==> config.mk <==
export PLATFORM = sky130hd
export DESIGN_NAME = decoder
export DESIGN_NICKNAME = d
export VERILOG_FILES = /design/src/logic/loongarch_isa_pkg.sv /design/src/logic/pipeline_pkg.sv /design/src/logic/decoder.sv /design/src/logic/issue_queue.sv /design/src/logic/id.sv
export SDC_FILE = /design/constraint.sdc
export NUM_CORES = 2
export LEC_CHECK = 0
export BUFFER_PORTS_ARGS = -buffer_cell sky130_fd_sc_hd__buf_2
export CORE_MARGIN = 2
export CORE_UTILIZATION = 30
export CTS_CLUSTER_DIAMETER = 80
export DETAILED_ROUTE_END_ITERATION = 7
export SYNTH_ARGS = -nofsm -noshare
export SYNTH_HDL_FRONTEND = slang
export SYNTH_SLANG_ARGS = --single-unit
==> constraint.sdc <==
create_clock -name clk -period 13.4 [get_ports clk]
set_clock_uncertainty 0.15 [all_clocks]
set_input_delay 0 -clock clk [delete_from_list [all_inputs] [get_ports clk]]
set_output_delay 0 -clock clk [all_outputs]
set_load 0.1 [all_outputs]
==> src/logic/loongarch_isa_pkg.sv <==
package loongarch_isa_pkg;

    // 3R format
    typedef struct packed {
        logic [16:0] opcode;
        logic [4:0]  rk;
        logic [4:0]  rj;
        logic [4:0]  rd;
    } inst_3r_t;

    // 2RI12 format, also the base for the wider immediate forms
    typedef struct packed {
        logic [9:0]  opcode;
        logic [11:0] imm12;
        logic [4:0]  rj;
        logic [4:0]  rd;
    } inst_2ri12_t;

    typedef union packed {
        inst_3r_t    r;
        inst_2ri12_t i;
    } inst_word_t;

    // inst[31:15]
    localparam logic [16:0] ADD_W   = 17'h00020;
    localparam logic [16:0] SUB_W   = 17'h00022;
    localparam logic [16:0] SLT     = 17'h00024;
    localparam logic [16:0] AND     = 17'h00029;
    localparam logic [16:0] OR      = 17'h0002a;
    localparam logic [16:0] XOR     = 17'h0002b;
    localparam logic [16:0] BREAK   = 17'h00054;
    localparam logic [16:0] SYSCALL = 17'h00056;
    localparam logic [16:0] IDLE    = 17'h00c91;

    // inst[31:22], inst[31:25], inst[31:26]
    localparam logic [9:0] ADDI_W  = 10'h00a;
    localparam logic [9:0] ANDI    = 10'h00d;
    localparam logic [9:0] ORI     = 10'h00e;
    localparam logic [6:0] LU12I_W = 7'h0a;
    localparam logic [5:0] BEQ     = 6'h16;
    localparam logic [5:0] BNE     = 6'h17;

    localparam logic [5:0] UOP_ALU_ADD  = 6'd0;
    localparam logic [5:0] UOP_ALU_SUB  = 6'd1;
    localparam logic [5:0] UOP_ALU_AND  = 6'd2;
    localparam logic [5:0] UOP_ALU_OR   = 6'd3;
    localparam logic [5:0] UOP_ALU_XOR  = 6'd4;
    localparam logic [5:0] UOP_ALU_SLT  = 6'd5;
    localparam logic [5:0] UOP_ALU_ADDI = 6'd6;
    localparam logic [5:0] UOP_ALU_ANDI = 6'd7;
    localparam logic [5:0] UOP_ALU_ORI  = 6'd8;
    localparam logic [5:0] UOP_ALU_LUI  = 6'd9;
    localparam logic [5:0] UOP_BR_EQ    = 6'd10;
    localparam logic [5:0] UOP_BR_NE    = 6'd11;
    localparam logic [5:0] UOP_SYSCALL  = 6'd12;
    localparam logic [5:0] UOP_BREAK    = 6'd13;
    localparam logic [5:0] UOP_NOP      = 6'd14;

    localparam logic [5:0] ECODE_NONE = 6'h00;
    localparam logic [5:0] ECODE_SYS  = 6'h0b;
    localparam logic [5:0] ECODE_BRK  = 6'h0c;
    localparam logic [5:0] ECODE_INE  = 6'h0d;

endpackage

==> src/logic/pipeline_pkg.sv <==
package pipeline_pkg;

    typedef logic [31:0] bus32_t;

    // stage geometry
    localparam int DECODER_WIDTH     = 2;
    localparam int ISSUE_WIDTH       = 2;
    localparam int ISSUE_QUEUE_DEPTH = 8;  // power of two, pointers wrap naturally

    localparam int QUEUE_PTR_WIDTH = $clog2(ISSUE_QUEUE_DEPTH);
    localparam int QUEUE_CNT_WIDTH = $clog2(ISSUE_QUEUE_DEPTH + 1);

    // dispatch entry fields
    localparam int PC_WIDTH      = 32;
    localparam int UOP_WIDTH     = 6;
    localparam int REG_IDX_WIDTH = 5;
    localparam int IMM_WIDTH     = 32;
    localparam int ECODE_WIDTH   = 6;

    localparam int ENTRY_WIDTH = PC_WIDTH        // pc
                               + UOP_WIDTH       // uop
                               + 3 * REG_IDX_WIDTH
                               + IMM_WIDTH
                               + 1               // reg_write
                               + 1               // pre_is_branch
                               + 1               // pre_taken
                               + PC_WIDTH        // pre_branch_addr
                               + ECODE_WIDTH;

endpackage
==> src/logic/decoder.sv <==
`timescale 1ns/1ps

module decoder
    import pipeline_pkg::*;
(
    input  logic                     clk,
    input  logic                     reset,

    input  logic                     flush,
    input  logic                     pause,

    input  logic [DECODER_WIDTH-1:0] inst_valid,
    input  bus32_t                   pc[DECODER_WIDTH],
    input  bus32_t                   inst[DECODER_WIDTH],
    input  logic [DECODER_WIDTH-1:0] pre_is_branch,
    input  logic [DECODER_WIDTH-1:0] pre_taken,
    input  bus32_t                   pre_branch_addr[DECODER_WIDTH],
    input  logic [DECODER_WIDTH-1:0] fetch_exc,
    input  logic [ECODE_WIDTH-1:0]   fetch_ecode[DECODER_WIDTH],

    input  logic [ISSUE_WIDTH-1:0]   invalid_en,

    output logic                     pause_decoder,

    output logic [ISSUE_WIDTH-1:0]   dispatch_valid,
    output bus32_t                   dispatch_pc[ISSUE_WIDTH],
    output logic [UOP_WIDTH-1:0]     dispatch_uop[ISSUE_WIDTH],
    output logic [REG_IDX_WIDTH-1:0] dispatch_rd[ISSUE_WIDTH],
    output logic [REG_IDX_WIDTH-1:0] dispatch_rj[ISSUE_WIDTH],
    output logic [REG_IDX_WIDTH-1:0] dispatch_rk[ISSUE_WIDTH],
    output bus32_t                   dispatch_imm[ISSUE_WIDTH],
    output logic [ISSUE_WIDTH-1:0]   dispatch_reg_write,
    output logic [ISSUE_WIDTH-1:0]   dispatch_pre_is_branch,
    output logic [ISSUE_WIDTH-1:0]   dispatch_pre_taken,
    output bus32_t                   dispatch_pre_branch_addr[ISSUE_WIDTH],
    output logic [ECODE_WIDTH-1:0]   dispatch_ecode[ISSUE_WIDTH]
);

    logic [UOP_WIDTH-1:0]     id_uop[DECODER_WIDTH];
    logic [REG_IDX_WIDTH-1:0] id_rd[DECODER_WIDTH];
    logic [REG_IDX_WIDTH-1:0] id_rj[DECODER_WIDTH];
    logic [REG_IDX_WIDTH-1:0] id_rk[DECODER_WIDTH];
    bus32_t                   id_imm[DECODER_WIDTH];
    logic [DECODER_WIDTH-1:0] id_reg_write;
    logic [ECODE_WIDTH-1:0]   id_ecode[DECODER_WIDTH];
    logic [DECODER_WIDTH-1:0] pause_id;
    logic [ENTRY_WIDTH-1:0]   entry[DECODER_WIDTH];

    logic [1:0]               enq_count;
    logic [ENTRY_WIDTH-1:0]   enq_data[DECODER_WIDTH];
    logic [1:0]               deq_count;
    logic [ENTRY_WIDTH-1:0]   deq_data[ISSUE_WIDTH];
    logic [ISSUE_WIDTH-1:0]   consume;
    logic                     full;
    logic                     accept;

    generate
        for (genvar i = 0; i < DECODER_WIDTH; i++) begin : gen_slot
            id u_id (
                .inst(inst[i]),
                .fetch_exc(fetch_exc[i]),
                .fetch_ecode(fetch_ecode[i]),
                .uop(id_uop[i]),
                .rd(id_rd[i]),
                .rj(id_rj[i]),
                .rk(id_rk[i]),
                .imm(id_imm[i]),
                .reg_write(id_reg_write[i]),
                .ecode(id_ecode[i]),
                .pause_id(pause_id[i])
            );

            assign entry[i] = {pc[i], id_uop[i], id_rd[i], id_rj[i], id_rk[i], id_imm[i],
                               id_reg_write[i], pre_is_branch[i], pre_taken[i],
                               pre_branch_addr[i], id_ecode[i]};
        end
    endgenerate

    // pack valid slots, slot 1 moves down when slot 0 is empty
    assign accept      = !full && !flush;
    assign enq_count   = accept ? ({1'b0, inst_valid[0]} + {1'b0, inst_valid[1]}) : 2'd0;
    assign enq_data[0] = inst_valid[0] ? entry[0] : entry[1];
    assign enq_data[1] = entry[1];

    issue_queue u_issue_queue (
        .clk(clk),
        .reset(reset),
        .flush(flush),
        .enq_count(enq_count),
        .enq_data(enq_data),
        .deq_count(deq_count),
        .deq_valid(dispatch_valid),
        .deq_data(deq_data),
        .full(full)
    );

    // in order: slot 1 only leaves behind slot 0
    assign consume[0] = dispatch_valid[0] && !invalid_en[0] && !pause && !flush;
    assign consume[1] = consume[0] && dispatch_valid[1] && !invalid_en[1];
    assign deq_count  = {1'b0, consume[0]} + {1'b0, consume[1]};

    generate
        for (genvar j = 0; j < ISSUE_WIDTH; j++) begin : gen_out
            assign {dispatch_pc[j], dispatch_uop[j], dispatch_rd[j], dispatch_rj[j],
                    dispatch_rk[j], dispatch_imm[j], dispatch_reg_write[j],
                    dispatch_pre_is_branch[j], dispatch_pre_taken[j],
                    dispatch_pre_branch_addr[j], dispatch_ecode[j]} = deq_data[j];
        end
    endgenerate

    assign pause_decoder = full || |(inst_valid & pause_id);  // idle holds the front end

endmodule

==> src/logic/issue_queue.sv <==
`timescale 1ns/1ps

module issue_queue
    import pipeline_pkg::*;
(
    input  logic                   clk,
    input  logic                   reset,
    input  logic                   flush,

    input  logic [1:0]             enq_count,
    input  logic [ENTRY_WIDTH-1:0] enq_data[DECODER_WIDTH],

    input  logic [1:0]             deq_count,
    output logic [ISSUE_WIDTH-1:0] deq_valid,
    output logic [ENTRY_WIDTH-1:0] deq_data[ISSUE_WIDTH],

    output logic                   full
);

    logic [ENTRY_WIDTH-1:0]     mem[ISSUE_QUEUE_DEPTH];
    logic [QUEUE_PTR_WIDTH-1:0] head;
    logic [QUEUE_PTR_WIDTH-1:0] tail;
    logic [QUEUE_CNT_WIDTH-1:0] count;

    always_ff @(posedge clk) begin
        if (enq_count != 2'd0) begin
            mem[tail] <= enq_data[0];
        end
        if (enq_count == 2'd2) begin
            mem[tail + QUEUE_PTR_WIDTH'(1)] <= enq_data[1];
        end
    end

    always_ff @(posedge clk) begin
        if (reset || flush) begin
            head  <= '0;
            tail  <= '0;
            count <= '0;
        end else begin
            tail  <= tail + QUEUE_PTR_WIDTH'(enq_count);
            head  <= head + QUEUE_PTR_WIDTH'(deq_count);
            count <= count + QUEUE_CNT_WIDTH'(enq_count) - QUEUE_CNT_WIDTH'(deq_count);
        end
    end

    // first-word fall-through, two oldest entries
    assign deq_data[0]  = mem[head];
    assign deq_data[1]  = mem[head + QUEUE_PTR_WIDTH'(1)];
    assign deq_valid[0] = count != '0;
    assign deq_valid[1] = count > QUEUE_CNT_WIDTH'(1);

    // no room for a whole pair
    assign full = count > QUEUE_CNT_WIDTH'(ISSUE_QUEUE_DEPTH - DECODER_WIDTH);

endmodule

==> src/logic/id.sv <==
`timescale 1ns/1ps

module id
    import pipeline_pkg::*;
    import loongarch_isa_pkg::*;
(
    input  bus32_t                   inst,
    input  logic                     fetch_exc,
    input  logic [ECODE_WIDTH-1:0]   fetch_ecode,

    output logic [UOP_WIDTH-1:0]     uop,
    output logic [REG_IDX_WIDTH-1:0] rd,
    output logic [REG_IDX_WIDTH-1:0] rj,
    output logic [REG_IDX_WIDTH-1:0] rk,
    output bus32_t                   imm,
    output logic                     reg_write,
    output logic [ECODE_WIDTH-1:0]   ecode,
    output logic                     pause_id
);

    inst_word_t  word;
    logic [15:0] offs16;  // branch offset, spans the opcode field
    logic        known;
    logic        wr_en;
    logic        is_sys;
    logic        is_brk;

    assign word   = inst;
    assign offs16 = {word.i.opcode[3:0], word.i.imm12};

    always_comb begin
        uop      = UOP_NOP;
        rd       = word.r.rd;
        rj       = word.r.rj;
        rk       = word.r.rk;
        imm      = '0;
        wr_en    = 1'b0;
        known    = 1'b1;
        is_sys   = 1'b0;
        is_brk   = 1'b0;
        pause_id = 1'b0;
        case (word.r.opcode)
            ADD_W: begin
                uop   = UOP_ALU_ADD;
                wr_en = 1'b1;
            end
            SUB_W: begin
                uop   = UOP_ALU_SUB;
                wr_en = 1'b1;
            end
            SLT: begin
                uop   = UOP_ALU_SLT;
                wr_en = 1'b1;
            end
            AND: begin
                uop   = UOP_ALU_AND;
                wr_en = 1'b1;
            end
            OR: begin
                uop   = UOP_ALU_OR;
                wr_en = 1'b1;
            end
            XOR: begin
                uop   = UOP_ALU_XOR;
                wr_en = 1'b1;
            end
            SYSCALL: begin
                uop    = UOP_SYSCALL;
                is_sys = 1'b1;
            end
            BREAK: begin
                uop    = UOP_BREAK;
                is_brk = 1'b1;
            end
            IDLE: pause_id = 1'b1;  // queued as nop
            default: begin
                rk = '0;
                if (word.i.opcode == ADDI_W) begin
                    uop   = UOP_ALU_ADDI;
                    imm   = {{20{word.i.imm12[11]}}, word.i.imm12};
                    wr_en = 1'b1;
                end else if (word.i.opcode == ANDI) begin
                    uop   = UOP_ALU_ANDI;
                    imm   = {20'b0, word.i.imm12};
                    wr_en = 1'b1;
                end else if (word.i.opcode == ORI) begin
                    uop   = UOP_ALU_ORI;
                    imm   = {20'b0, word.i.imm12};
                    wr_en = 1'b1;
                end else if (word.i.opcode[9:3] == LU12I_W) begin
                    uop   = UOP_ALU_LUI;
                    rj    = '0;  // rj bits belong to si20
                    imm   = {word.i.opcode[2:0], word.i.imm12, word.i.rj, 12'b0};
                    wr_en = 1'b1;
                end else if (word.i.opcode[9:4] == BEQ) begin
                    uop = UOP_BR_EQ;
                    rk  = word.i.rd;  // second compare source
                    imm = {{14{offs16[15]}}, offs16, 2'b00};
                end else if (word.i.opcode[9:4] == BNE) begin
                    uop = UOP_BR_NE;
                    rk  = word.i.rd;
                    imm = {{14{offs16[15]}}, offs16, 2'b00};
                end else begin
                    known = 1'b0;
                    rd    = '0;
                    rj    = '0;
                end
            end
        endcase
        // code field of syscall, break and idle is not a register
        if (is_sys || is_brk || pause_id) begin
            rd = '0;
            rj = '0;
            rk = '0;
        end
    end

    assign reg_write = wr_en && (rd != '0);  // r0 is hardwired

    assign ecode = fetch_exc ? fetch_ecode :
                   !known    ? ECODE_INE   :
                   is_sys    ? ECODE_SYS   :
                   is_brk    ? ECODE_BRK   : ECODE_NONE;

endmodule

==> impl_metrics.yaml <==
timing:
  setup_violations: 0
  worst-slew-pin-transition_ns: 1.185
  min_period_ns: 6.196
  relSlewSlack_pct: 20.84
  min_period_over_period_pct: 46.24
  fmaxAchievable_mhz: 161.4
  slew_violations: 0
  rsz0062_at_grt: "no"
  setup-tns-final_ns: 0
  hold_viol: 0
setup_path:
  setup.worst_path.class: "register to primary output"
  critPathCaptureType: "primary output"
  crit_fanout: 141
  required_ns: 13.25
  critPathMostFrequentCell: "buf_4"
  slowest_stage: "buf_4"
  cp_slowest_stage_delay_ns: 0.87
  r2r_cells: 9
  reg2reg_to: "u_issue_queue.mem[6][89]$_DFFE_PP_"
  critPathLaunch: "u_issue_queue.head[0]$_SDFF_PP0_"
  worstPathArrival_ns: 6.05
  ff2ff_setup_slack_ns: 8.28
  startpoint_type: "register"
  cp_cell_sequence: "buf_4 -> buf_12 -> buf_4 -> buf_4 -> mux4_2 -> mux2_2 -> buf_2"
  rr_startpoint: "u_issue_queue.count[3]$_SDFF_PP0_"
yosys:
  ys_warn_count: 0
  synth-xor-area-share_pct: 0.1692
  ys_seq_elements: 1002
  syn_area_per_cell_um2: 13.21
  ys_seq_area_share_pct: 52.67
  synth-compound-area-share_pct: 11.09
  yosys.area_share.adder_pct: 0.4043
  async_flop_share_pct: 0
  synth_edf_count: 992
  synthCells: 4309
  synth-main-ff-cell: "edfxtp_1"
  yosys.area_share.simple_pct: 6.273
  synth_top_family_by_area: "multiplexers"
  synth_cell_type_count: 66
  netlist_area_um2: 56940
  muxShareOfSynthArea_pct: 26.14
cts:
  clockBufferDepth: 3
  cts_buffers: 112
  cts-root-buf: "clkbuf_16"
  cts_sinks: 1002
  clk_latency_ns: 0.77
  cts_tree: "yes"
  htreeDepth: 3
  postCtsResizedCells: 0
  path_clk_slew_ns: 0.06
power:
  sw_frac_of_total_pct: 30.28
  seq_power_share_pct: 43.5
  p_leak_nw: 22.69
  combinationalPowerShare_pct: 17.8
  clock_power_share_pct: 38.6
  p_switching_w: 0.002476
  internal_power_w: 0.005703
  powerDensity_nw_per_um2: 119.0
  ir_drop_mv: 0.1030
hold_path:
  hold_path.startpoint: "pre_branch_addr[5]"
  min_path_type: "input port to register"
  holdPathEnd: "u_issue_queue.mem[5][11]$_DFFE_PP_"
  hold_depth: 4
floorplan:
  dieArea_um2: 193300
  fp.dieH_um: 439.7
  pin_count: 473
  start_util_pct: 30.26
  die_x_um: 439.7
  design.core.area_um2: 188200
  rows: 159
detailed_routing:
  dr.first_iter.drc_count: 5075
  first_pass_iters: 6
  wl_per_cell_um: 28.64
  ant_nets: 0
  via_per_inst: 5.866
  drt_wl_total_um: 213800
  num_vias: 43779
  drcViolationCount: 0
finish:
  layout.nets: 5081
  drive_gt1_share_pct: 30.97
  final_common_cell: "edfxtp_1"
  area_growth_pct: 20.72
  final_util_pct: 36.52
  instances_no_fill: 7463
  fillCellCount: 18021
  multi_input_area_um2: 25410
  regArea_um2: 30000
  most-common-layout-cells: "edfxtp_1 (992), nor2_1 (585), a21oi_1 (576)"
status:
  outcome: "finished clean"
placement:
  dpl.hpwl_um: 128800
  portBuffers: 468
  dp_cells: 6902
  globalplace.congestion: 0.9323
grt:
  track_usage_pct: 21.43
  grt_first_pass_wirelength_um: 303400
  grt_max_degree: 142
  gr-total-overflow: 0
  antenna_found_initial: 28
  grt_pass1_vias: 43497
flow_run:
  maxCapViolCount: 0
## layer usage
metal | track usage, % | vias to the layer above | routed length [um]
li1 | - | 18287 | -
met1 | 25.68 | 22105 | 77430
met2 | 34.50 | 2678 | 100900
met3 | 4.280 | 703 | 18150
met4 | 15.28 | 6 | 17290
met5 | 0 | - | 33
## how the worst max path moves through the flow
stage	endpoint	slack [ns]	cells past startpoint
6_report	dispatch_pc[19]	7.20	7
4_1_cts	dispatch_pc[19]	6.97	7
2_1_floorplan	u_issue_queue.mem[0][0]$_DFFE_PP_	2.02	8
3_3_place_gp	dispatch_pc[15]	7.90	7
3_5_place_dp	dispatch_pc[15]	7.78	7
5_1_grt	dispatch_pc[19]	6.76	7
## repair_timing
| action | CTS | global route |
|---|---|---|
| setup buffers | 0 | 0 |
| hold buffers | 326 | 0 |
| endpoints found under the hold margin | 975 | 0 |
## through the flow
stage / hold slack (ns) / setup WS [ns] / power (W) / area (um2)
final: 0.07313 / 7.204 / 0.008179 / 68740
after global routing: 0.06750 / 6.761 / 0.008370 / 68720
after CTS: 0.003435 / 6.969 / 0.008192 / 68670
after detailed placement: 0.2194 / 7.784 / 0.004985 / 61700
after global placement: 0.2214 / 7.902 / 0.004971 / 61700
after floorplan: 0.06654 / 2.019 / 0.004646 / 56950
## cell type report
cell class                 count  area share (%)
antenna                       25         0.09101
clock buffer                 135           4.203
clock inverter                75           1.196
inverter                      23          0.1256
multi-input combinational   2825           36.97
sequential                  1002           43.64
tap                         2495           4.542
timing repair buffer         883           9.227
## logic make-up (layout without fill, tap and decap cells)
group	count (synthesis)	after routing
AND/OR/NAND/NOR	853	853
XOR/XNOR	11	11
AO/OA/AOI/OAI	1106	1106
multiplexers	835	835
buffers and inverters	485	1116
flip-flops	1002	1002
adder cells (fa/ha/maj)	16	16
other	1	29
## registers in the layout (all words and copies together) (netlist names)
| signal | cells |
|---|---|
| u_issue_queue.mem | 992 |
| u_issue_queue.count | 4 |
| u_issue_queue.head | 3 |
| u_issue_queue.tail | 3 |
## power by group through the flow
stage	Clock, W	Combinational, W	Sequential, W
global placement	0	0.00135	0.00362
floorplan	0	0.00101	0.00363
detailed placement	0	0.00136	0.00363
finish	0.00316	0.00146	0.00356
global route	0.00330	0.00151	0.00357
CTS	0.00319	0.00144	0.00356
## cells in the mapped netlist, drive strengths merged (12+ instances only)
library cell,number,area share [%]
edfxtp,992,52
nor2,593,3.9
a21oi,576,5.1
mux4,496,20
o22ai,368,4.0
clkbuf,331,2.2
mux2,256,5.1
buf,131,0.92
nand2,126,0.83
o21ai,85,0.81
mux2i,83,1.5
a22oi,23,0.30
inv,23,0.15
nand2b,16,0.18
nand3,16,0.14
nor3,16,0.15
a22o,14,0.22
and2,13,0.14
ha,12,0.26
nor4,12,0.17
## critical path: cells and delay by family (launching register included)
kind	cells	cell delay, ns
buffers and inverters	5	3.39
muxes	2	0.91
DFF	1	0.79
Note: power is estimated with default switching activity, not from simulation.
